--- config.mk ---
export PLATFORM = sky130hd
export DESIGN_NAME = mem_router
export DESIGN_NICKNAME = d
export VERILOG_FILES = /design/src/verilog/mem_map_pkg.sv /design/src/verilog/mem_router.sv
export SDC_FILE = /design/constraint.sdc
export NUM_CORES = 1
export LEC_CHECK = 0
export BUFFER_PORTS_ARGS = -buffer_cell sky130_fd_sc_hd__clkbuf_2
export CAP_MARGIN = 15
export CORE_AREA = 10 10 154 156
export DETAILED_ROUTE_END_ITERATION = 12
export DIE_AREA = 0 0 164 166
export SLEW_MARGIN = 20
export SYNTH_ARGS = -nofsm -noshare
export SYNTH_HDL_FRONTEND = slang
export SYNTH_SLANG_ARGS = --single-unit
--- constraint.sdc ---
create_clock -name clk -period 4.1 [get_ports clk]
set_clock_uncertainty 0.15 [all_clocks]
set_input_delay 1.025 -clock clk [delete_from_list [all_inputs] [get_ports clk]]
set_output_delay 1.025 -clock clk [all_outputs]
set_load 0.005 [all_outputs]
--- src/verilog/mem_map_pkg.sv ---
// Address map, width types and port structs of the memory subsystem
// Imported by every RTL module of the subsystem and by the testbench
package mem_map_pkg;

  // ====================
  // Width types
  // ====================
  typedef logic [31:0] addr_t;
  typedef logic [31:0] data_t;
  typedef logic [11:0] word_idx_t;
  typedef logic [12:0] apb_addr_t;

  // Target of one core access
  typedef enum logic [1:0] {
    REGION_RAM,
    REGION_DEBUG,
    REGION_TOHOST,
    REGION_NONE
  } region_e;

  // ====================
  // Address map
  // ====================
  localparam addr_t       RAM_BASE    = 32'h0001_0000;
  localparam int          RAM_WORDS   = 4096;
  // Debug module area, only decoded in debug mode
  localparam addr_t       DEBUG_START = 32'h0000_0200;
  localparam addr_t       DEBUG_END   = 32'h0000_0FFF;
  // Top field of the 0xFFFFC000 alias of the RAM
  localparam logic [17:0] ALIAS_TAG   = 18'h3FFFF;

  // ====================
  // Port structs
  // ====================
  typedef struct packed {
    logic  rready;
    addr_t addr;
  } imem_req_t;

  typedef struct packed {
    logic  rvalid;
    data_t rdata;
  } imem_rsp_t;

  typedef struct packed {
    logic  wvalid;
    logic  rready;
    addr_t addr;
    data_t wdata;
  } dmem_req_t;

  typedef struct packed {
    logic  wready;
    logic  rvalid;
    data_t rdata;
  } dmem_rsp_t;

  // APB master side towards the debug module
  typedef struct packed {
    logic      psel;
    logic      penable;
    logic      pwrite;
    apb_addr_t paddr;
    data_t     pwdata;
  } apb_req_t;

  typedef struct packed {
    logic  pready;
    logic  pslverr;
    data_t prdata;
  } apb_rsp_t;

endpackage
--- src/verilog/mem_router.sv ---
// Address decode and response mux for the fetch and data ports of the core
// Steers each request to the shared RAM or the debug APB bridge and keeps tohost
module mem_router #(
  parameter mem_map_pkg::addr_t TOHOST_ADDR = 32'h8000_1000,
  parameter int                 RAM_DEPTH   = mem_map_pkg::RAM_WORDS
) (
  input  logic                   clk,
  input  logic                   reset_n,
  input  logic                   i_debug_mode,
  input  mem_map_pkg::imem_req_t i_imem_req,
  input  mem_map_pkg::dmem_req_t i_dmem_req,
  output mem_map_pkg::imem_rsp_t o_imem_rsp,
  output mem_map_pkg::dmem_rsp_t o_dmem_rsp,
  output mem_map_pkg::data_t     o_tohost,
  // Shared RAM side
  output logic                   o_ram_imem_rd,
  output mem_map_pkg::word_idx_t o_ram_imem_idx,
  output logic                   o_ram_dmem_rd,
  output logic                   o_ram_dmem_wr,
  output mem_map_pkg::word_idx_t o_ram_dmem_idx,
  output mem_map_pkg::data_t     o_ram_wdata,
  input  logic                   i_ram_imem_valid,
  input  mem_map_pkg::data_t     i_ram_imem_rdata,
  input  logic                   i_ram_dmem_valid,
  input  mem_map_pkg::data_t     i_ram_dmem_rdata,
  // Debug APB bridge side
  output logic                   o_dbg_imem_req,
  output mem_map_pkg::apb_addr_t o_dbg_imem_addr,
  output logic                   o_dbg_dmem_req,
  output logic                   o_dbg_dmem_write,
  output mem_map_pkg::apb_addr_t o_dbg_dmem_addr,
  output mem_map_pkg::data_t     o_dbg_wdata,
  input  logic                   i_dbg_imem_done,
  input  logic                   i_dbg_dmem_done,
  input  mem_map_pkg::data_t     i_dbg_rdata
);
  import mem_map_pkg::*;

  // RAM window size in bytes within the 14 offset bits
  localparam addr_t RAM_BYTES = addr_t'(RAM_DEPTH * 4);

  region_e imem_region;
  region_e dmem_region;

  // Debug area first, then RAM with its alias, then tohost on the data port
  function automatic region_e decode(addr_t addr, logic dbg, logic data_port);
    region_e region;
    logic    in_window;
    in_window = (addr[31:14] == RAM_BASE[31:14]) || (addr[31:14] == ALIAS_TAG);
    region = REGION_NONE;
    if (dbg && (addr >= DEBUG_START) && (addr <= DEBUG_END))
      region = REGION_DEBUG;
    else if (in_window && ({18'd0, addr[13:0]} < RAM_BYTES))
      region = REGION_RAM;
    else if (data_port && (addr == TOHOST_ADDR))
      region = REGION_TOHOST;
    return region;
  endfunction

  assign imem_region = decode(i_imem_req.addr, i_debug_mode, 1'b0);
  assign dmem_region = decode(i_dmem_req.addr, i_debug_mode, 1'b1);

  // ====================
  // Request steering
  // ====================
  // Both windows share the low 14 bits as RAM offset
  assign o_ram_imem_idx   = i_imem_req.addr[13:2];
  assign o_ram_dmem_idx   = i_dmem_req.addr[13:2];
  assign o_ram_wdata      = i_dmem_req.wdata;
  assign o_ram_imem_rd    = i_imem_req.rready && (imem_region == REGION_RAM);
  assign o_ram_dmem_rd    = i_dmem_req.rready && (dmem_region == REGION_RAM);
  assign o_ram_dmem_wr    = i_dmem_req.wvalid && (dmem_region == REGION_RAM);

  assign o_dbg_imem_req   = i_imem_req.rready && (imem_region == REGION_DEBUG);
  assign o_dbg_imem_addr  = i_imem_req.addr[12:0];
  assign o_dbg_dmem_req   = (i_dmem_req.wvalid || i_dmem_req.rready) &&
                            (dmem_region == REGION_DEBUG);
  assign o_dbg_dmem_write = i_dmem_req.wvalid;
  assign o_dbg_dmem_addr  = i_dmem_req.addr[12:0];
  assign o_dbg_wdata      = i_dmem_req.wdata;

  // ====================
  // Responses
  // ====================
  always_comb
  begin
    o_imem_rsp = '0;
    case (imem_region)
      REGION_RAM:
      begin
        o_imem_rsp.rvalid = i_ram_imem_valid;
        o_imem_rsp.rdata  = i_ram_imem_rdata;
      end
      REGION_DEBUG:
      begin
        o_imem_rsp.rvalid = i_dbg_imem_done;
        o_imem_rsp.rdata  = i_dbg_rdata;
      end
      // Unmapped fetch reads zero at once
      default: o_imem_rsp.rvalid = i_imem_req.rready;
    endcase
  end

  always_comb
  begin
    o_dmem_rsp = '0;
    case (dmem_region)
      REGION_RAM:
      begin
        // RAM write never waits since writes win the grant
        o_dmem_rsp.wready = i_dmem_req.wvalid;
        o_dmem_rsp.rvalid = i_ram_dmem_valid;
        o_dmem_rsp.rdata  = i_ram_dmem_rdata;
      end
      REGION_DEBUG:
      begin
        o_dmem_rsp.wready = i_dbg_dmem_done && i_dmem_req.wvalid;
        o_dmem_rsp.rvalid = i_dbg_dmem_done && i_dmem_req.rready;
        o_dmem_rsp.rdata  = i_dbg_rdata;
      end
      // tohost and unmapped answer in the same cycle and read zero
      default:
      begin
        o_dmem_rsp.wready = i_dmem_req.wvalid;
        o_dmem_rsp.rvalid = i_dmem_req.rready;
      end
    endcase
  end

  // tohost register for test status
  always_ff @(posedge clk or negedge reset_n)
  begin
    if (!reset_n)
      o_tohost <= '0;
    else if (i_dmem_req.wvalid && (dmem_region == REGION_TOHOST))
      o_tohost <= i_dmem_req.wdata;
  end

  // Core data port is either a load or a store in any cycle
  a_dmem_one_dir: assert property (@(posedge clk) disable iff (!reset_n)
    !(i_dmem_req.wvalid && i_dmem_req.rready));

  // Core holds a pending read until rvalid so the decode sees a stable address
  a_imem_hold: assert property (@(posedge clk) disable iff (!reset_n)
    i_imem_req.rready && !o_imem_rsp.rvalid |=>
      i_imem_req.rready && $stable(i_imem_req.addr));

  a_dmem_hold: assert property (@(posedge clk) disable iff (!reset_n)
    i_dmem_req.rready && !o_dmem_rsp.rvalid |=>
      i_dmem_req.rready && $stable(i_dmem_req.addr));

endmodule

=== Word level (Yosys, flattened, before mapping) ===
Index checks and enable logic that the tools add are counted.

* Register bits: 32
* Output and inout bits: 219
* Input port bits: 202
* Logic and storage cells: 39

* $lt $le $gt $ge: 4
* Muxes and demuxes: 9
* Reduce and logical (&&, ||, !) cells: 17
* Eq/ne operators: 8

{| class="wikitable"
|+ Operators with widths
! cell !! count
|-
| $pmux 32 s2 || 2
|-
| $ge 32x10->1 const B || 2
|-
| $le 32x12->1 const B || 2
|-
| $eq 18x18->1 const B || 2
|-
| $eq 18x3->1 const B || 2
|-
| $eq 32x32->1 const B || 1
|-
| $logic_and 1x1->1 || 12
|-
| $mux 2 || 4
|-
| $eq 2x1->1 const B || 2
|-
| $logic_not 2->1 || 2
|-
| $pmux 2 s2 || 1
|-
| $logic_or 1x1->1 || 3
|-
| $eq 2x2->1 const B || 1
|-
| $pmux 1 s2 || 1
|-
| $mux 1 || 1
|}

=== Longest topological paths before layout ===
Gate-level depths: netlist (run 1).

* Depth after elaboration: 6
* Mapped depth: 7

=== Worst setup path after synthesis (run 1) ===
Ideal clock, no wire load.

* Kind: input -> output
* Start: input i_dmem_req[50] (netlist name)
* End: output o_dmem_rsp[0] (netlist name)
* Data arrival time: 2.506 ns
* Stages: 6
* Slack: 0.419 ns
* Buffers on the path: 2
* Required time: 2.925 ns
* Cells stage by stage: or4_4 > nor4_4 > a32o_1 > buf_4 > buf_2 > a22o_1

{| class="wikitable"
|+ RTL lines
! what !! line !! RTL
|-
| start: declaration || mem_router.sv:11 || <nowiki>input mem_map_pkg::dmem_req_t i_dmem_req,</nowiki>
|-
| end: declaration || mem_router.sv:13 || <nowiki>output mem_map_pkg::dmem_rsp_t o_dmem_rsp,</nowiki>
|}

==> impl_metrics.json, run 1 <==
{
  "status": "finished, final reports clean",
  "die_w_um": 164,
  "worst_ir_drop_vdd_uv": 135,
  "hold_violations": 0,
  "cp_num_cells": 7,
  "r2r_cells": 1,
  "rsz0062_at_grt": "yes",
  "synthTopCellsByCount": "buf_4, a22o_1, dfrtp_1",
  "dieArea_um2": 27200,
  "p_sw_frac": 0.248,
  "grt_antenna_before_repair": 4,
  "yosysUniqueCellTypes": 31,
  "p_int_mw": 0.676,
  "grt_pass1_wl_mm": 28.0,
  "min_path_cells": 1,
  "overflow": 0,
  "cp_top_family": "simple AND/OR/NAND/NOR gates",
  "vias": 3659,
  "arrival_ns": 2.87,
  "path_clk_slew_ns": 0.05,
  "synth_warnings": 0,
  "regMostFlops": "o_tohost",
  "p_seq_frac": 0.352,
  "crit_top_cell": "clkbuf_2",
  "fmax_ghz": 0.247,
  "synth-seq-cells": 32,
  "slew_headroom": 0.468,
  "synth_ff_type": "dfrtp_1",
  "synth_edf_count": 0,
  "required_ns": 2.92,
  "hpwl_mm": 18.2,
  "fillers": 2276,
  "p_total_mw": 0.898,
  "grt_start_max_net_pins": 37,
  "cp_cell_sequence": "clkbuf_2 -> or4_4 -> nor4_4 -> a32o_2 -> clkbuf_16 -> a22o_1 -> clkbuf_2",
  "cp_slowest_stage_delay_ns": 0.55,
  "layout.nets": 800,
  "slew_viol_final": 0,
  "drt-total-wl_mm": 20.6,
  "largest_register_ffs": 32,
  "h-tree-depth": 2,
  "p_clk_frac": 0.416,
  "tns_ns": 0,
  "min_path_type": "flip-flop to flip-flop",
  "async_flop_share": 1.00,
  "multi_input_area_um2": 1480,
  "start_util": 0.155,
  "holdBufCountCts": 0,
  "synth_most_common_cell": "buf_4",
  "seq_area_um2": 801,
  "netlist_area_um2": 3200,
  "maxCapViolCount": 0,
  "ys_top_cells_by_area": "buf_4, dfrtp_1, a22o_1",
  "grt.total_usage": 0.138,
  "setup_violations": 0,
  "synth_top_area_cell": "buf_4",
  "io_pins": 421,
  "wl_per_cell_um": 23.6,
  "power.leakage_nw": 2.98,
  "fp.dieH_um": 166,
  "rows": 53,
  "p_comb_frac": 0.232,
  "area_growth_pct": 57.0,
  "cp_max_fo": 18,
  "place_congestion": 0.941,
  "path_class": "input pin to output pin",
  "period_needed_ns": 4.05,
  "tritoncts": "yes",
  "cp-end-kind": "output pin",
  "synth_top_cell_area_share": 0.279,
  "postSynthCellCount": 316,
  "critPathLaunchType": "input pin",
  "antenna_left": 0,
  "cts_max_path_buffers": 2,
  "slowest_stage": "or4_4",
  "power.density_nw_per_um2": 179,
  "drc": 0,
  "viasPerCell": 4.18,
  "layout-drive-gt1-share": 0.768,
  "dr.pass1.iters": 4,
  "insertion_delay_ns": 0.27,
  "syn_area_per_cell_um2": 10.1,
  "core_um2": 20700,
  "drt-initial-drc-count": 177,
  "cp_num_buf_inv": 3,
  "switchingPower_mw": 0.223,
  "grt_pass1_vias": 3945,
  "syn-num-nets": 518,
  "min_period_over_period": 0.988,
  "yosysSeqAreaShare": 0.250,
  "cts-buffers-inserted": 5,
  "cts.sinks": 32,
  "worstMarginPinSlew_ns": 0.797,
  "reg_top3": "o_tohost (32)",
  "io_buffers": 395,
  "cts_root_buffer": "clkbuf_16"
}
final cells by class:
type,instances,area share
repair buffers,409,0.446
multi-input cells,150,0.295
flip-flops and latches,32,0.159
well taps,275,0.0684
clock buffers,7,0.0304
diodes,2,0.000996
layer usage:
layer | routed length, um | global-route usage
met4 | 775 | 0.0665
met3 | 2750 | 0.0592
met2 | 10500 | 0.245
met5 | 32 | 0
met1 | 6610 | 0.133
path summary, 6_finish.rpt:
kind / from / to / slack [ns]
max in group asynchronous: reset_n / o_tohost[15] / 2.62
worst min-delay path: o_tohost[21] / o_tohost[21] / 0.35
worst max register to register: o_tohost[27] / o_tohost[27] / 3.18
worst min register to register: o_tohost[21] / o_tohost[21] / 0.35
min in group asynchronous: reset_n / o_tohost[0] / 0.68
worst max-delay path: i_dmem_req[50] / o_dmem_rsp[9] / 0.05
what timing repair did:
item / CTS / global route
gates cloned: 1 / 3
gates resized for setup: 6 / 16
setup endpoints to repair: 4 / 21
pin swaps: 1 / 9
buffers inserted: 0 / 2
cell usage in the layout, fill, tap and decap left out, types with 3 or more instances in the layout:
cell type	synthesis	layout
and4_1	4	4
nor3_1	3	3
buf_4	119	5
nor4_1	6	5
dfrtp_1	32	32
clkbuf_16	0	8
nor2_1	5	5
buf_12	0	5
clkbuf_2	0	387
a22o_4	0	4
nand2_1	3	3
mux2_4	30	30
a22o_1	64	60
buf_6	3	4
nand4_1	6	6
and2_1	3	3
buf_2	12	4
or4_1	5	4
stage by stage:
step | hold WS [ns] | utilization | setup slack (ns) | area (um^2) | std cells
after global routing | 0.362 | 0.243 | -0.0119 | 5020 | 873
after detailed placement | 0.341 | 0.225 | -0.0582 | 4650 | 860
final | 0.352 | 0.243 | 0.0505 | 5030 | 875
after CTS | 0.357 | 0.235 | 0.00171 | 4870 | 868
after floorplan | 0.354 | - | 0.419 | 3200 | 316
after global placement | 0.337 | 0.225 | -0.0218 | 4650 | 860
power groups by stage:
stage,clock (mW),combinational [mW],sequential [mW]
finish,0.373,0.208,0.317
global route,0.403,0.230,0.316
CTS,0.390,0.212,0.316
detailed placement,0,0.210,0.322
global placement,0,0.212,0.322
floorplan,0,0.102,0.322
kinds of logic (layout without fill, tap and decap cells):
family | after synthesis | in the layout | share of synthesized area
buf+inv | 134 | 416 | 0.308
other cells | 0 | 2 | 0
flops | 32 | 32 | 0.250
mux | 32 | 32 | 0.148
compound gates | 71 | 71 | 0.193
simple gates | 47 | 47 | 0.101
(Power assumes the default switching activity.)
==> run 2, diff against run 1 <==
--- a/config.mk
+++ b/config.mk
@@ -7,9 +7,9 @@
 export LEC_CHECK = 0
 export BUFFER_PORTS_ARGS = -buffer_cell sky130_fd_sc_hd__clkbuf_2
 export CAP_MARGIN = 15
-export CORE_AREA = 10 10 154 156
+export CORE_AREA = 2 2 164 166
 export DETAILED_ROUTE_END_ITERATION = 12
-export DIE_AREA = 0 0 164 166
+export DIE_AREA = 0 0 166 168
 export SLEW_MARGIN = 20
 export SYNTH_ARGS = -nofsm -noshare
 export SYNTH_HDL_FRONTEND = slang
==> impl_metrics.json, run 2 (synthesis results as in run 1) <==
{
  "status": "finished, final reports clean",
  "place_congestion": 0.839,
  "switchingPower_mw": 0.227,
  "p_int_mw": 0.741,
  "min_period_over_period": 0.983,
  "start_util": 0.122,
  "maxCapViolCount": 0,
  "cp_max_fo": 32,
  "holdBufCountCts": 0,
  "rows": 60,
  "p_clk_frac": 0.464,
  "cts.sinks": 32,
  "antenna_left": 0,
  "setup_slack_ns": 0.0693,
  "hold_violations": 0,
  "final_area_um2": 4960,
  "pre_cts_slack_ns": -0.0348,
  "fillers": 2973,
  "area_growth_pct": 54.8,
  "drt-initial-drc-count": 85,
  "grt_util_met3": 0.0306,
  "drc": 0,
  "insertion_delay_ns": 0.27,
  "setup_violations": 0,
  "p_seq_frac": 0.327,
  "cts-buffers-inserted": 5,
  "cts_root_buffer": "clkbuf_16",
  "final_common_cell": "clkbuf_2",
  "io_buffers": 395,
  "worstMarginPinSlew_ns": 0.814,
  "grt_antenna_before_repair": 4,
  "p_sw_frac": 0.234,
  "viasPerCell": 3.80,
  "met1_usage": 0.130,
  "regMostFlops": "o_tohost",
  "reg_top3": "o_tohost (32)",
  "p_total_mw": 0.968,
  "core_um2": 26400,
  "drt-total-wl_mm": 16.2,
  "tns_ns": 0,
  "hpwl_mm": 14.4,
  "cts_max_path_buffers": 2,
  "period_needed_ns": 4.03,
  "r2r_cells": 1,
  "seq_area_um2": 801,
  "placed_area_um2": 4760,
  "worst_ir_drop_vdd_uv": 199,
  "grt_pass1_vias": 3440,
  "path_class": "input pin to output pin",
  "slew_headroom": 0.457,
  "dieArea_um2": 27900,
  "required_ns": 2.92,
  "vias": 3563,
  "power.density_nw_per_um2": 195,
  "fmax_ghz": 0.248,
  "post_cts_buffers": 0,
  "min_path_type": "flip-flop to flip-flop",
  "h-tree-depth": 2,
  "holdWs_ns": 0.354,
  "overflow": 0,
  "power.leakage_nw": 2.91,
  "tritoncts": "yes",
  "dr.pass1.iters": 4,
  "fp.dieH_um": 168,
  "die_w_um": 166,
  "rsz0062_at_grt": "no",
  "arrival_ns": 2.86,
  "min_path_cells": 1,
  "wl_per_cell_um": 17.2,
  "grt_start_max_net_pins": 33,
  "grt.total_usage": 0.109,
  "io_pins": 421,
  "largest_register_ffs": 32,
  "p_comb_frac": 0.209,
  "most-common-layout-cells": "clkbuf_2, a22o_1, dfrtp_1",
  "multi_input_area_um2": 1420,
  "layout-drive-gt1-share": 0.758,
  "grt-busiest-layer": "met2",
  "met2_usage": 0.187,
  "layout.nets": 797,
  "slew_viol_final": 0,
  "cp-end-kind": "output pin",
  "critPathLaunchType": "input pin",
  "path_clk_slew_ns": 0.05,
  "grt_pass1_wl_mm": 22.6
}
-- run 2: final cells by class --
| cell class | count | area share |
|---|---|---|
| multi-input cells | 150 | 0.287 |
| clock buffers | 7 | 0.0308 |
| well taps | 341 | 0.0861 |
| flip-flops and latches | 32 | 0.162 |
| clock inverters | 1 | 0.00606 |
| diodes | 1 | 0.000505 |
| repair buffers | 406 | 0.428 |
-- run 2: path summary, 6_finish.rpt --
| check | startpoint | endpoint | slack [ns] |
|---|---|---|---|
| max in group asynchronous | reset_n | o_tohost[16] | 2.60 |
| setup reg to reg | o_tohost[9] | o_tohost[9] | 3.18 |
| hold reg to reg | o_tohost[22] | o_tohost[22] | 0.35 |
| setup / recovery | i_dmem_req[58] | o_dmem_rsp[2] | 0.07 |
| hold / removal | o_tohost[22] | o_tohost[22] | 0.35 |
| min in group asynchronous | reset_n | o_tohost[26] | 0.68 |
-- run 2: power groups by stage --
stage / Clock, mW / Sequential, mW / Combinational, mW
floorplan: 0 / 0.322 / 0.102
global placement: 0 / 0.322 / 0.203
detailed placement: 0 / 0.322 / 0.204
CTS: 0.471 / 0.316 / 0.205
global route: 0.483 / 0.316 / 0.222
finish: 0.449 / 0.316 / 0.203
-- run 2: metrics by stage --
stage               cells  utilization
floorplan             316            -
finish                938        0.188
CTS                   937        0.188
detailed placement    929        0.181
global placement      929        0.181
global route          938        0.188
-- run 2: critical path, cell delays in order --
cell and delay (ns):
clkbuf_2 0.10, or4_1 0.56, nor4_2 0.32, and3_1 0.24
buf_12 0.20, a22o_1 0.23, clkbuf_2 0.13
-- run 2: what timing repair did --
action,4_1_cts,5_1_grt
gates resized for setup,1,1
setup endpoints to repair,1,10
pin swaps,0,0
-- run 2: routing by layer --
layer	up-vias	wire [um]
met5	-	30
met2	257	7820
met1	1652	6480
met4	4	379
met3	22	1470
li1	1628	-
