`config.mk`:
```
export PLATFORM = sky130hd
export DESIGN_NAME = debug_apb_bridge
export DESIGN_NICKNAME = d
export VERILOG_FILES = /design/src/verilog/mem_map_pkg.sv /design/src/verilog/debug_apb_bridge.sv
export SDC_FILE = /design/constraint.sdc
export NUM_CORES = 1
export LEC_CHECK = 0
export BUFFER_PORTS_ARGS = -buffer_cell sky130_fd_sc_hd__buf_2
export CORE_MARGIN = 2
export CORE_UTILIZATION = 40
export CTS_CLUSTER_SIZE = 10
export DETAILED_ROUTE_END_ITERATION = 8
export GPL_TIMING_DRIVEN = 0
export PLACE_DENSITY = 0.9
export SYNTH_ARGS = -nofsm -noshare
export SYNTH_HDL_FRONTEND = slang
export SYNTH_SLANG_ARGS = --single-unit
```
`constraint.sdc`:
```
create_clock -name clk -period 7.8 [get_ports clk]
set_input_delay 0.78 -clock clk [delete_from_list [all_inputs] [get_ports clk]]
set_output_delay 0.78 -clock clk [all_outputs]
set_load 0.1 [all_outputs]
```
`src/verilog/mem_map_pkg.sv`:
```
// Address map, width types and port structs of the memory subsystem
// Imported by every RTL module of the subsystem and by the testbench
package mem_map_pkg;

  // ====================
  // Width types
  // ====================
  typedef logic [31:0] addr_t;
  typedef logic [31:0] data_t;
  typedef logic [11:0] word_idx_t;
  typedef logic [12:0] apb_addr_t;

  // Target of one core access
  typedef enum logic [1:0] {
    REGION_RAM,
    REGION_DEBUG,
    REGION_TOHOST,
    REGION_NONE
  } region_e;

  // ====================
  // Address map
  // ====================
  localparam addr_t       RAM_BASE    = 32'h0001_0000;
  localparam int          RAM_WORDS   = 4096;
  // Debug module area, only decoded in debug mode
  localparam addr_t       DEBUG_START = 32'h0000_0200;
  localparam addr_t       DEBUG_END   = 32'h0000_0FFF;
  // Top field of the 0xFFFFC000 alias of the RAM
  localparam logic [17:0] ALIAS_TAG   = 18'h3FFFF;

  // ====================
  // Port structs
  // ====================
  typedef struct packed {
    logic  rready;
    addr_t addr;
  } imem_req_t;

  typedef struct packed {
    logic  rvalid;
    data_t rdata;
  } imem_rsp_t;

  typedef struct packed {
    logic  wvalid;
    logic  rready;
    addr_t addr;
    data_t wdata;
  } dmem_req_t;

  typedef struct packed {
    logic  wready;
    logic  rvalid;
    data_t rdata;
  } dmem_rsp_t;

  // APB master side towards the debug module
  typedef struct packed {
    logic      psel;
    logic      penable;
    logic      pwrite;
    apb_addr_t paddr;
    data_t     pwdata;
  } apb_req_t;

  typedef struct packed {
    logic  pready;
    logic  pslverr;
    data_t prdata;
  } apb_rsp_t;

endpackage
```
`src/verilog/debug_apb_bridge.sv`:
```
// APB master towards the external debug module
// Serves debug-area fetches and loads/stores, data port first
module debug_apb_bridge (
  input  logic                   clk,
  input  logic                   reset_n,
  input  logic                   i_debug_mode,
  input  logic                   i_imem_req,
  input  mem_map_pkg::apb_addr_t i_imem_addr,
  input  logic                   i_dmem_req,
  input  logic                   i_dmem_write,
  input  mem_map_pkg::apb_addr_t i_dmem_addr,
  input  mem_map_pkg::data_t     i_wdata,
  input  mem_map_pkg::apb_rsp_t  i_apb_rsp,
  output logic                   o_imem_done,
  output logic                   o_dmem_done,
  output mem_map_pkg::data_t     o_rdata,
  output mem_map_pkg::apb_req_t  o_apb_req
);
  import mem_map_pkg::*;

  typedef enum logic [1:0] {
    APB_IDLE,
    APB_SETUP,
    APB_ACCESS
  } apb_state_e;

  apb_state_e state_q;
  apb_state_e state_d;
  // Set when the data port owns the transfer
  logic       owner_dmem_q;
  apb_addr_t  paddr_q;
  logic       pwrite_q;
  data_t      pwdata_q;
  logic       start;
  logic       xfer_end;

  assign start    = (state_q == APB_IDLE) && (i_imem_req || i_dmem_req);
  assign xfer_end = (state_q == APB_ACCESS) && i_apb_rsp.pready;

  // ====================
  // Transfer FSM
  // ====================
  always_comb
  begin
    state_d = state_q;
    case (state_q)
      APB_IDLE:
        if (start)
          state_d = APB_SETUP;
      APB_SETUP:
        state_d = APB_ACCESS;
      // pslverr does not stall, the transfer ends on pready
      APB_ACCESS:
        if (i_apb_rsp.pready)
          state_d = APB_IDLE;
      default:
        state_d = APB_IDLE;
    endcase
  end

  always_ff @(posedge clk or negedge reset_n)
  begin
    if (!reset_n)
    begin
      state_q      <= APB_IDLE;
      owner_dmem_q <= 1'b0;
    end
    else if (!i_debug_mode)
      // Leaving debug mode drops any transfer
      state_q <= APB_IDLE;
    else
    begin
      state_q <= state_d;
      if (start)
        owner_dmem_q <= i_dmem_req;
    end
  end

  // Request fields held for the whole transfer
  always_ff @(posedge clk)
  begin
    if (start)
    begin
      paddr_q  <= i_dmem_req ? i_dmem_addr : i_imem_addr;
      pwrite_q <= i_dmem_req && i_dmem_write;
      pwdata_q <= i_wdata;
    end
  end

  always_comb
  begin
    o_apb_req.psel    = (state_q != APB_IDLE);
    o_apb_req.penable = (state_q == APB_ACCESS);
    o_apb_req.pwrite  = pwrite_q;
    o_apb_req.paddr   = paddr_q;
    o_apb_req.pwdata  = pwdata_q;
  end

  // Done goes back to the owner in the pready cycle
  assign o_dmem_done = xfer_end && owner_dmem_q;
  assign o_imem_done = xfer_end && !owner_dmem_q;
  assign o_rdata     = i_apb_rsp.prdata;

  // penable only after a setup cycle with psel
  a_setup_first: assert property (@(posedge clk) disable iff (!reset_n)
    o_apb_req.penable |-> o_apb_req.psel && $past(o_apb_req.psel));

  // Fields stay put until the access ends
  a_req_stable: assert property (@(posedge clk) disable iff (!reset_n)
    o_apb_req.psel && !xfer_end && i_debug_mode |=>
      o_apb_req.psel && $stable(o_apb_req.paddr) &&
      $stable(o_apb_req.pwrite) && $stable(o_apb_req.pwdata));

  // Debug module flags errors only together with pready
  a_slverr_ready: assert property (@(posedge clk) disable iff (!reset_n)
    o_apb_req.penable && i_apb_rsp.pslverr |-> i_apb_rsp.pready);

endmodule

```
== Yosys cells after proc, flatten, opt, wreduce, memory -nomap -nowiden ==
Cells that the tools add are included.
Storage, ports and cells
  output and inout port bits: 82
  bits in registers: 49
  word-level logic and storage cells: 25
Cells by class
  eq/ne operators: 4
  multiplexer cells: 5
  reduce and logical (&&, ||, !) cells: 11
Operators by type and width (count)
  $mux 13: 1
  $mux 2: 3
  $ne 3x3->1 const B: 2
  $pmux 2 s3: 1
  $logic_and 1x1->1: 5
  $reduce_and 2->1: 2
  $eq 2x1->1 const B: 1
  $eq 2x2->1 const B: 1
  $logic_not 2->1: 1
  $reduce_bool 2->1: 1
  $logic_not 1->1: 1
  $logic_or 1x1->1: 1

== Longest topological paths before layout ==
Gate-level depths: netlist of the first run.
  depth after elaboration: 5
  gate-level depth with buffers: 4

== Least setup slack after synthesis of the first run ==
No wires, ideal clock.
  path type: reg2out
  start point: register state_q[0]
  end point: output o_imem_done
  path slack: 4.250 ns
  cell stages (with the launch flop): 3
  data arrival time: 2.770 ns
  buffers on the path: 0
  cell sequence: dfrtp_1 nor2b_1 and3b_1
RTL lines
  start, declared: RTL line debug_apb_bridge.sv:27  | apb_state_e state_q;
  start signal, assigned: RTL line debug_apb_bridge.sv:73  | state_q <= state_d;
  end, declared: RTL line debug_apb_bridge.sv:14  | output logic o_imem_done,

== Worst setup path after layout of the first run ==
  start point: register state_q[1]
  end point: output o_dmem_done
On the way
  longest elaborated chain between the ends: 3
Ends and longest elaborated chain
  $eq 2x2->1: RTL line debug_apb_bridge.sv:38  | assign xfer_end = (state_q == APB_ACCESS) && i_apb_rsp.pready;
  $logic_and 1x1->1: RTL line debug_apb_bridge.sv:38
  $logic_and 1x1->1: RTL line debug_apb_bridge.sv:100  | assign o_dmem_done = xfer_end && owner_dmem_q;
  end, declared: RTL line debug_apb_bridge.sv:15  | output logic o_dmem_done,
Every way passes these cells.

==> impl_metrics.csv, run 1 <==
group,metric,value,unit
status,outcome,"complete, no violations",
placed_design,gp_congestion,0.765,
timing,min_period_over_period,29.7,%
flow_run,max_cap_violations,0,
power_and_ir_drop,leakage,1.41,nW
power_and_ir_drop,p_sw_share,45.9,%
yosys,ys_types,18,
floorplan,io_pins,180,
clocking,cts_made_buffers,5,
yosys,synth_seq_cells,49,
global_routing,first_global_vias,1419,
power_and_ir_drop,vdd_ir_drop_max,0.138,mV
yosys,synth_fp_nets,209,
timing,slew-limit-headroom,66.7,%
floorplan,initial_core_util,41.9,%
timing,grt_setup_unrepaired,"false",
clocking,cts_setup_buffers,0,
finish,insertedDiodeCount,0,
power_and_ir_drop,power_frac_seq,40.2,%
yosys,netlist_instances,111,
clocking,postCtsHoldBufs,0,
setup_path,start_kind,"flop",
finish,finish.utilization,61.2,%
setup_path,worst-path-max-fanout,5,
floorplan,die_h,74.8,um
yosys,yosysSeqAreaShare,72.7,%
detailed_routing,wire_per_inst,13.5,um
clocking,clock_path_buffers,2,
global_routing,antenna_found_initial,0,
clocking,cts_tree,"done",
timing,setup_viol,0,
floorplan,die_area,0.00559,mm2
floorplan,fp.dieW,74.8,um
timing,slew_violations,0,
placed_design,hpwl,3650,um
global_routing,grt_max_degree,39,
placed_design,port_buffers,145,
power_and_ir_drop,finalPower,818,uW
timing,tns,0,ns
detailed_routing,via_count,1448,
floorplan,num_rows,25,
timing,hold_viol_final,0,
setup_path,endpoint_kind,"output pin",
setup_path,arrival,1.54,ns
power_and_ir_drop,share_comb_of_total_power,42.1,%
finish,drive_gt1_share,76.6,%
detailed_routing,vias_per_cell,4.36,
timing,fmax,431,MHz
detailed_routing,dr.first_iter.drc_count,45,
clocking,ctsResizeCount,0,
power_and_ir_drop,powerDensity,279,mW/mm2
floorplan,core,0.00479,mm2
timing,fin_worst_skew,0.00557,ns
clocking,root_buffer,"clkbuf_8",
yosys,synthesis.area,0.00200,mm2
placed_design,place_inst,324,
clocking,htree_levels,2,
detailed_routing,drt_first_pass_iters,4,
setup_path,worstSetupPathType,"reg -> out",
timing,min_period,2.32,ns
detailed_routing,drtAntennaViolNets,0,
power_and_ir_drop,p_clk_share,17.7,%
clocking,clkLatencyLatePin,0.29,ns
global_routing,grt_usage,14.8,%
yosys,synth_area_per_cell,18.0,um2
global_routing,overflow,0,
yosys,ys_warn_count,0,
finish,stdcell_count,332,
clocking,path_clk_slew,0.09,ns
setup_path,worstPathRequired,7.02,ns
clocking,cts_sinks,49,
finish,fin_nets,362,
timing,worst_pin_slew,0.503,ns
hold_path,hold_path_class,"in -> async",
power_and_ir_drop,p_int,442,uW
power_and_ir_drop,netSwitchingPower,376,uW
detailed_routing,routed_wl,4480,um
detailed_routing,post-route-drc-count,0,
timing,holdWs,0.260,ns
finish,area_delta_synth_final,46.2,%
global_routing,grt_pass1_wl,6200,um
-- cells by family after synthesis --
family / synth area share [%]
compound gates: 0.875
buf+inv: 14.1
simple gates: 3.69
flops: 72.7
mux: 8.62
-- worst max-delay path, stage by stage, from the launching register on --
cell     delay (ns)
dfrtp_1        0.40
nor2b_1        0.22
and3_1         0.20
buf_2          0.43
-- power by group through the flow --
stage	clock (mW)	sequential [mW]	combinational (mW)
after floorplan	0	0.511	0.117
after global placement	0	0.336	0.338
after detailed placement	0	0.335	0.346
after CTS	0.151	0.330	0.346
after global routing	0.158	0.332	0.354
final	0.145	0.329	0.344
-- worst paths after layout --
path,startpoint,endpoint,slack [ns],cells past startpoint
worst min register to register,owner_dmem_q,owner_dmem_q,0.58,1
worst max-delay path,state_q[1],o_dmem_done,5.48,3
min in group clk,owner_dmem_q,owner_dmem_q,0.58,1
max in group asynchronous,reset_n,owner_dmem_q,7.44,1
worst max register to register,state_q[1],pwdata_q[19],6.23,4
worst min-delay path,reset_n,state_q[1],0.26,1
-- cells in the final DEF (no fill, tap or decap), drive strengths merged --
master,n
nor2,3
nor2b,2
and2,1
a32o,1
mux2,13
clkbuf,6
clkinvlp,2
and3,1
nor3b,2
nand4bb,1
and3b,1
edfxtp,46
inv,1
o21a,1
buf,181
dfrtp,3
-- final cells by class --
cell class	instances	area, um2
clock buffer	6	72.6
fill	377	1860
multi-input combinational	26	272
sequential	49	1460
timing repair buffer	146	746
clock inverter	2	15.0
inverter	1	3.75
tap	67	83.8
buffer	35	279
-- cell usage after synthesis --
| cell | n | share of area [%] |
|---|---|---|
| buf_4 | 33 | 12 |
| nor2_1 | 2 | 0.37 |
| buf_12 | 1 | 1.0 |
| o21a_1 | 1 | 0.37 |
| nor3b_1 | 2 | 0.75 |
| buf_6 | 1 | 0.56 |
| inv_1 | 1 | 0.19 |
| mux2_4 | 7 | 5.2 |
| edfxtp_1 | 46 | 69 |
| and3b_1 | 1 | 0.44 |
| nand4bb_1 | 1 | 0.56 |
| a32o_1 | 1 | 0.50 |
| nor2_2 | 1 | 0.31 |
| and2_1 | 1 | 0.31 |
| dfrtp_1 | 3 | 3.7 |
| mux2_2 | 6 | 3.4 |
| and3_1 | 1 | 0.31 |
| nor2b_1 | 2 | 0.62 |
-- registers in the layout (all words and copies together), names as in the netlist --
| register | count |
|---|---|
| paddr_q | 13 |
| pwdata_q | 32 |
| owner_dmem_q | 1 |
| state_q | 2 |
| pwrite_q | 1 |
-- through the flow --
| step | setup WS (ns) | instance area (um2) |
|---|---|---|
| finish | 5.48 | 2930 |
| global route | 5.41 | 2930 |
| CTS | 5.48 | 2930 |
| detailed placement | 5.57 | 2840 |
| global placement | 3.66 | 2810 |
| floorplan | 4.25 | 2000 |
-- metal layers --
layer  track usage [%]  routed length, um
met1              14.3               1410
met3              6.69                612
met4              4.17                 30
met5                 0                  0
met2              28.3               2420
Note: power is estimated with default switching activity, not from simulation.
==> inputs of run 2 (changes only) <==
Settings changed: CORE_UTILIZATION 40 to 37, PLACE_DENSITY 0.9 to 0.85.
Clock period 7.8 ns to 2.4 ns, I/O delays scaled along.
==> impl_metrics.csv, run 2 (synthesis results as in run 1) <==
group,metric,value,unit
timing,fin_worst_skew,0.00675,ns
finish,area_delta_synth_final,47.2,%
timing,worst_pin_slew,1.20,ns
setup_path,worst-path-max-fanout,46,
timing,hold_viol_final,0,
clocking,clock_path_buffers,2,
setup_path,start_kind,"flop",
detailed_routing,dr.first_iter.drc_count,64,
setup_path,arrival,1.92,ns
status,outcome,"complete, no violations",
global_routing,grt_max_degree,47,
clocking,cts_sinks,49,
floorplan,num_rows,26,
detailed_routing,post-route-drc-count,0,
clocking,cts_setup_buffers,0,
finish,top_regs,"pwdata_q (32), paddr_q (13), state_q (2)",
power_and_ir_drop,powerDensity,930,mW/mm2
finish,insertedDiodeCount,0,
finish,fin_nets,362,
timing,slew-limit-headroom,20.0,%
setup_path,slowest_delay,0.92,ns
setup_path,worstPathRequired,2.31,ns
placed_design,hpwl,4020,um
timing,grt_setup_unrepaired,"false",
global_routing,overflow,0,
power_and_ir_drop,power_frac_seq,39.0,%
setup_path,endpoint_kind,"flop",
finish,fill_cells,424,
clocking,cts_tree,"done",
floorplan,initial_core_util,38.7,%
power_and_ir_drop,netSwitchingPower,1.21,mW
global_routing,grt_pass1_wl,6950,um
flow_run,max_cap_violations,0,
placed_design,port_buffers,145,
floorplan,core,0.00517,mm2
clocking,clkLatencyLatePin,0.29,ns
timing,slew_violations,0,
timing,tns,0,ns
setup_path,crit_chain,"nor2_1 > inv_1 > nor2_4",
placed_design,gp_congestion,0.730,
detailed_routing,vias_per_cell,4.33,
setup_path,cp_slowest_cell,"nor2_4",
global_routing,antenna_found_initial,0,
timing,holdWs,0.117,ns
power_and_ir_drop,p_int,1.53,mW
clocking,path_clk_slew,0.08,ns
clocking,postCtsHoldBufs,1,
detailed_routing,wire_per_inst,14.3,um
power_and_ir_drop,vdd_ir_drop_max,0.404,mV
detailed_routing,drtAntennaViolNets,0,
global_routing,first_global_vias,1437,
detailed_routing,drt_first_pass_iters,4,
finish,finish.utilization,57.0,%
finish,largest_reg_flops,32,
power_and_ir_drop,leakage,1.42,nW
power_and_ir_drop,share_comb_of_total_power,40.6,%
finish,final_cell_mix,"145 x buf_2, 46 x edfxtp_1, 33 x buf_4, 7 x mux2_4, 6 x mux2_2",
finish,drive_gt1_share,77.0,%
floorplan,fp.dieW,77.6,um
detailed_routing,routed_wl,4780,um
clocking,root_buffer,"clkbuf_8",
power_and_ir_drop,p_clk_share,20.4,%
hold_path,hold_path_class,"in -> reg",
floorplan,io_pins,180,
global_routing,grt_usage,15.4,%
timing,setup_viol,0,
finish,largest-register,"pwdata_q",
timing,min_period_over_period,83.9,%
setup_path,worstSetupPathType,"reg -> reg",
floorplan,die_h,77.6,um
finish,stdcell_count,335,
detailed_routing,via_count,1452,
clocking,ctsResizeCount,0,
clocking,cts_made_buffers,5,
timing,fmax,496,MHz
floorplan,die_area,0.00602,mm2
power_and_ir_drop,p_sw_share,44.1,%
timing,min_period,2.01,ns
finish,final_common_cell,"buf_2",
placed_design,place_inst,326,
clocking,htree_levels,2,
## run 2: through the flow
step	total power, mW	area, um2	setup slack [ns]
3_5_place_dp	2.21	2830	0.389
3_3_place_gp	2.20	2830	0.409
4_1_cts	2.77	2950	0.371
5_1_grt	2.83	2950	0.210
6_report	2.74	2950	0.386
2_1_floorplan	2.04	2010	0.00561
## run 2: path summary, 6_finish.rpt
| kind | startpoint | endpoint | slack, ns | cells after the start |
|---|---|---|---|---|
| max | state_q[1] | paddr_q[5] | 0.39 | 3 |
| min | i_wdata[0] | pwdata_q[0] | 0.12 | 1 |
| max reg2reg | state_q[1] | paddr_q[5] | 0.39 | 3 |
| min reg2reg | owner_dmem_q | owner_dmem_q | 0.53 | 1 |
| max in group asynchronous | reset_n | state_q[0] | 2.03 | 2 |
| min in group asynchronous | reset_n | state_q[1] | 0.26 | 2 |
## run 2: area by class of cell
class / count / area, um2 / area share, %
inverter: 1 / 3.75 / 0.127
timing repair buffer: 146 / 736 / 25.0
sequential: 49 / 1460 / 49.4
clock inverter: 3 / 41.3 / 1.40
multi-input combinational: 26 / 275 / 9.34
tap: 70 / 87.6 / 2.97
buffer: 35 / 279 / 9.47
clock buffer: 5 / 68.8 / 2.33
## run 2: routing by layer
layer	routed length (um)	part of all wire [%]	track usage, %
met5	0	0	0
met4	82	1.7	5.00
met2	2610	55	30.1
met3	504	11	4.65
met1	1590	33	15.3
## run 2: worst max-delay path: cells and delay by family (launching register included)
kind          cells  cell delay (ns)
simple gates      2             1.07
flops             1             0.42
buf+inv           1             0.10
## run 2: power groups by stage
| stage | Clock (mW) | Sequential (mW) | Combinational [mW] |
|---|---|---|---|
| floorplan | 0 | 1.66 | 0.383 |
| global placement | 0 | 1.09 | 1.11 |
| detailed placement | 0 | 1.09 | 1.12 |
| CTS | 0.580 | 1.07 | 1.12 |
| global route | 0.612 | 1.08 | 1.14 |
| finish | 0.559 | 1.07 | 1.11 |
==> inputs of run 3 (changes only) <==
Clock period 2.4 ns to 1.9 ns, I/O delays scaled along.
==> impl_metrics.csv, run 3 (synthesis results as in run 1) <==
group,metric,value,unit
detailed_routing,wire_per_inst,15.5,um
clocking,path_clk_slew,0.09,ns
timing,grt_setup_unrepaired,"false",
timing,slew_violations,0,
detailed_routing,post-route-drc-count,0,
setup_path,r2r-end,"paddr_q[11]",
clocking,clkLatencyLatePin,0.29,ns
finish,fin_nets,363,
detailed_routing,vias_per_cell,4.35,
detailed_routing,via_count,1463,
finish,top_regs,"pwdata_q (32), paddr_q (13), state_q (2)",
setup_path,cp_num_buf_inv,2,
placed_design,port_buffers,145,
setup_path,rrSetupSlack,0.23,ns
hold_path,whs_endpoint,"pwdata_q[4]",
floorplan,die_area,0.00602,mm2
clocking,cts_tree,"done",
setup_path,worstSetupPathType,"reg -> out",
timing,min_period,1.71,ns
floorplan,die_h,77.6,um
hold_path,hold_depth,1,
timing,hold_viol_final,0,
setup_path,path_delay_family,"buffers and inverters",
finish,largest-register,"pwdata_q",
setup_path,crit_chain,"nor2_1 > inv_1 > buf_2",
setup_path,worstPathRequired,1.71,ns
detailed_routing,dr.first_iter.drc_count,81,
finish,largest_reg_flops,32,
floorplan,io_pins,180,
clocking,cts_setup_buffers,0,
power_and_ir_drop,powerDensity,1180,mW/mm2
global_routing,grt_usage,16.8,%
placed_design,placed_area,0.00283,mm2
setup_path,rr_startpoint,"state_q[0]",
placed_design,hpwl,4260,um
clocking,cts_sinks,49,
hold_path,hp-start,"i_wdata[4]",
flow_run,max_cap_violations,0,
setup_path,reg2reg_depth,3,
floorplan,num_rows,26,
finish,finish.utilization,57.2,%
global_routing,antenna_found_initial,0,
power_and_ir_drop,vdd_ir_drop_max,0.491,mV
finish,final_area,0.00296,mm2
setup_path,start_kind,"flop",
floorplan,fp.dieW,77.6,um
clocking,htree_levels,2,
detailed_routing,drt_first_pass_iters,4,
placed_design,gp_congestion,0.828,
timing,slew-limit-headroom,56.1,%
setup_path,slowest_delay,0.49,ns
finish,insertedDiodeCount,0,
status,outcome,"complete, no violations",
timing,setup_viol,0,
finish,area_delta_synth_final,47.8,%
hold_path,hold_path_class,"in -> reg",
floorplan,initial_core_util,38.7,%
finish,final_common_cell,"buf_2",
setup_path,cp_slowest_cell,"buf_2",
floorplan,core,0.00517,mm2
detailed_routing,routed_wl,5220,um
finish,final_cell_mix,"145 x buf_2, 46 x edfxtp_1, 33 x buf_4, 7 x mux2_4, 6 x mux2_2",
finish,fill_cells,443,
power_and_ir_drop,leakage,1.42,nW
setup_path,worst-path-max-fanout,5,
setup_path,endpoint_kind,"output pin",
timing,min_period_over_period,90.2,%
timing,fin_worst_skew,0.00640,ns
timing,worst_pin_slew,0.657,ns
clocking,root_buffer,"clkbuf_8",
global_routing,grt_max_degree,24,
detailed_routing,drtAntennaViolNets,0,
clocking,clock_path_buffers,2,
global_routing,overflow,0,
finish,drive_gt1_share,77.4,%
setup_path,arrival,1.52,ns
timing,fmax,584,MHz
global_routing,grt_pass1_wl,7500,um
clocking,cts_made_buffers,5,
global_routing,first_global_vias,1428,
[run 3: changes by cell type in the layout (fill, tap and decap cells not counted), sizes merged]
| cell | previous run | this run |
|---|---|---|
| nor2 | 3 | 4 |
[run 3: metrics by stage]
stage          hold WS, ns  power, mW  setup WS [ns]  TNS, ns  std cells
6_report            0.0675       3.49          0.187        0        336
5_1_grt             0.0437       3.60         0.0719        0        336
4_1_cts             0.0528       3.52          0.182        0        336
2_1_floorplan       -0.106       2.58         -0.300   -14.23        111
3_3_place_gp       -0.0127       2.78        -0.0369    -1.59        326
3_5_place_dp       -0.0105       2.80         -0.108    -4.88        326
[run 3: worst max path at each step]
stage                     startpoint             to  slack, ns  cells after the start
after floorplan           state_q[0]     paddr_q[0]      -0.30                      3
after global placement    state_q[0]   pwdata_q[15]      -0.04                      3
after detailed placement  state_q[1]    pwdata_q[9]      -0.11                      3
after CTS                 state_q[0]  o_apb_req[47]       0.18                      3
after global routing      state_q[0]    paddr_q[11]       0.07                      3
final                     state_q[0]  o_apb_req[47]       0.19                      3
[run 3: layer usage]
metal | GRT usage [%] | vias to the layer above | part of all wire (%)
li1 | - | 675 | -
met1 | 16.2 | 668 | 32
met2 | 34.0 | 118 | 57
met3 | 5.35 | 2 | 10
met4 | 3.75 | 0 | 0.15
met5 | 0 | - | 0
[run 3: worst reg2reg max path, stage by stage, from the launching register on]
cell,delay [ns]
dfrtp_1,0.43
nor2_1,0.15
inv_1,0.17
nor2_4,0.55
[run 3: area by class of cell]
class | count | area, um2 | share of cell area, %
clock buffer | 5 | 68.8 | 2.32
inverter | 1 | 3.75 | 0.127
sequential | 49 | 1460 | 49.2
timing repair buffer | 146 | 736 | 24.9
clock inverter | 3 | 41.3 | 1.39
tap | 70 | 87.6 | 2.96
buffer | 35 | 279 | 9.43
multi-input combinational | 27 | 288 | 9.72
[run 3: timing repair]
action / in CTS / in global routing
endpoints found under the setup margin: 46 / 0
hold endpoints to repair: 3 / 0
resized for setup: 1 / 0
hold buffers: 1 / 0
[run 3: power breakdown]
group | total, mW | switching, mW | internal, mW
registers | 1.35 | 0.0303 | 1.32
clock network | 0.715 | 0.327 | 0.387
logic | 1.42 | 1.19 | 0.229
total | 3.49 | 1.55 | 1.94
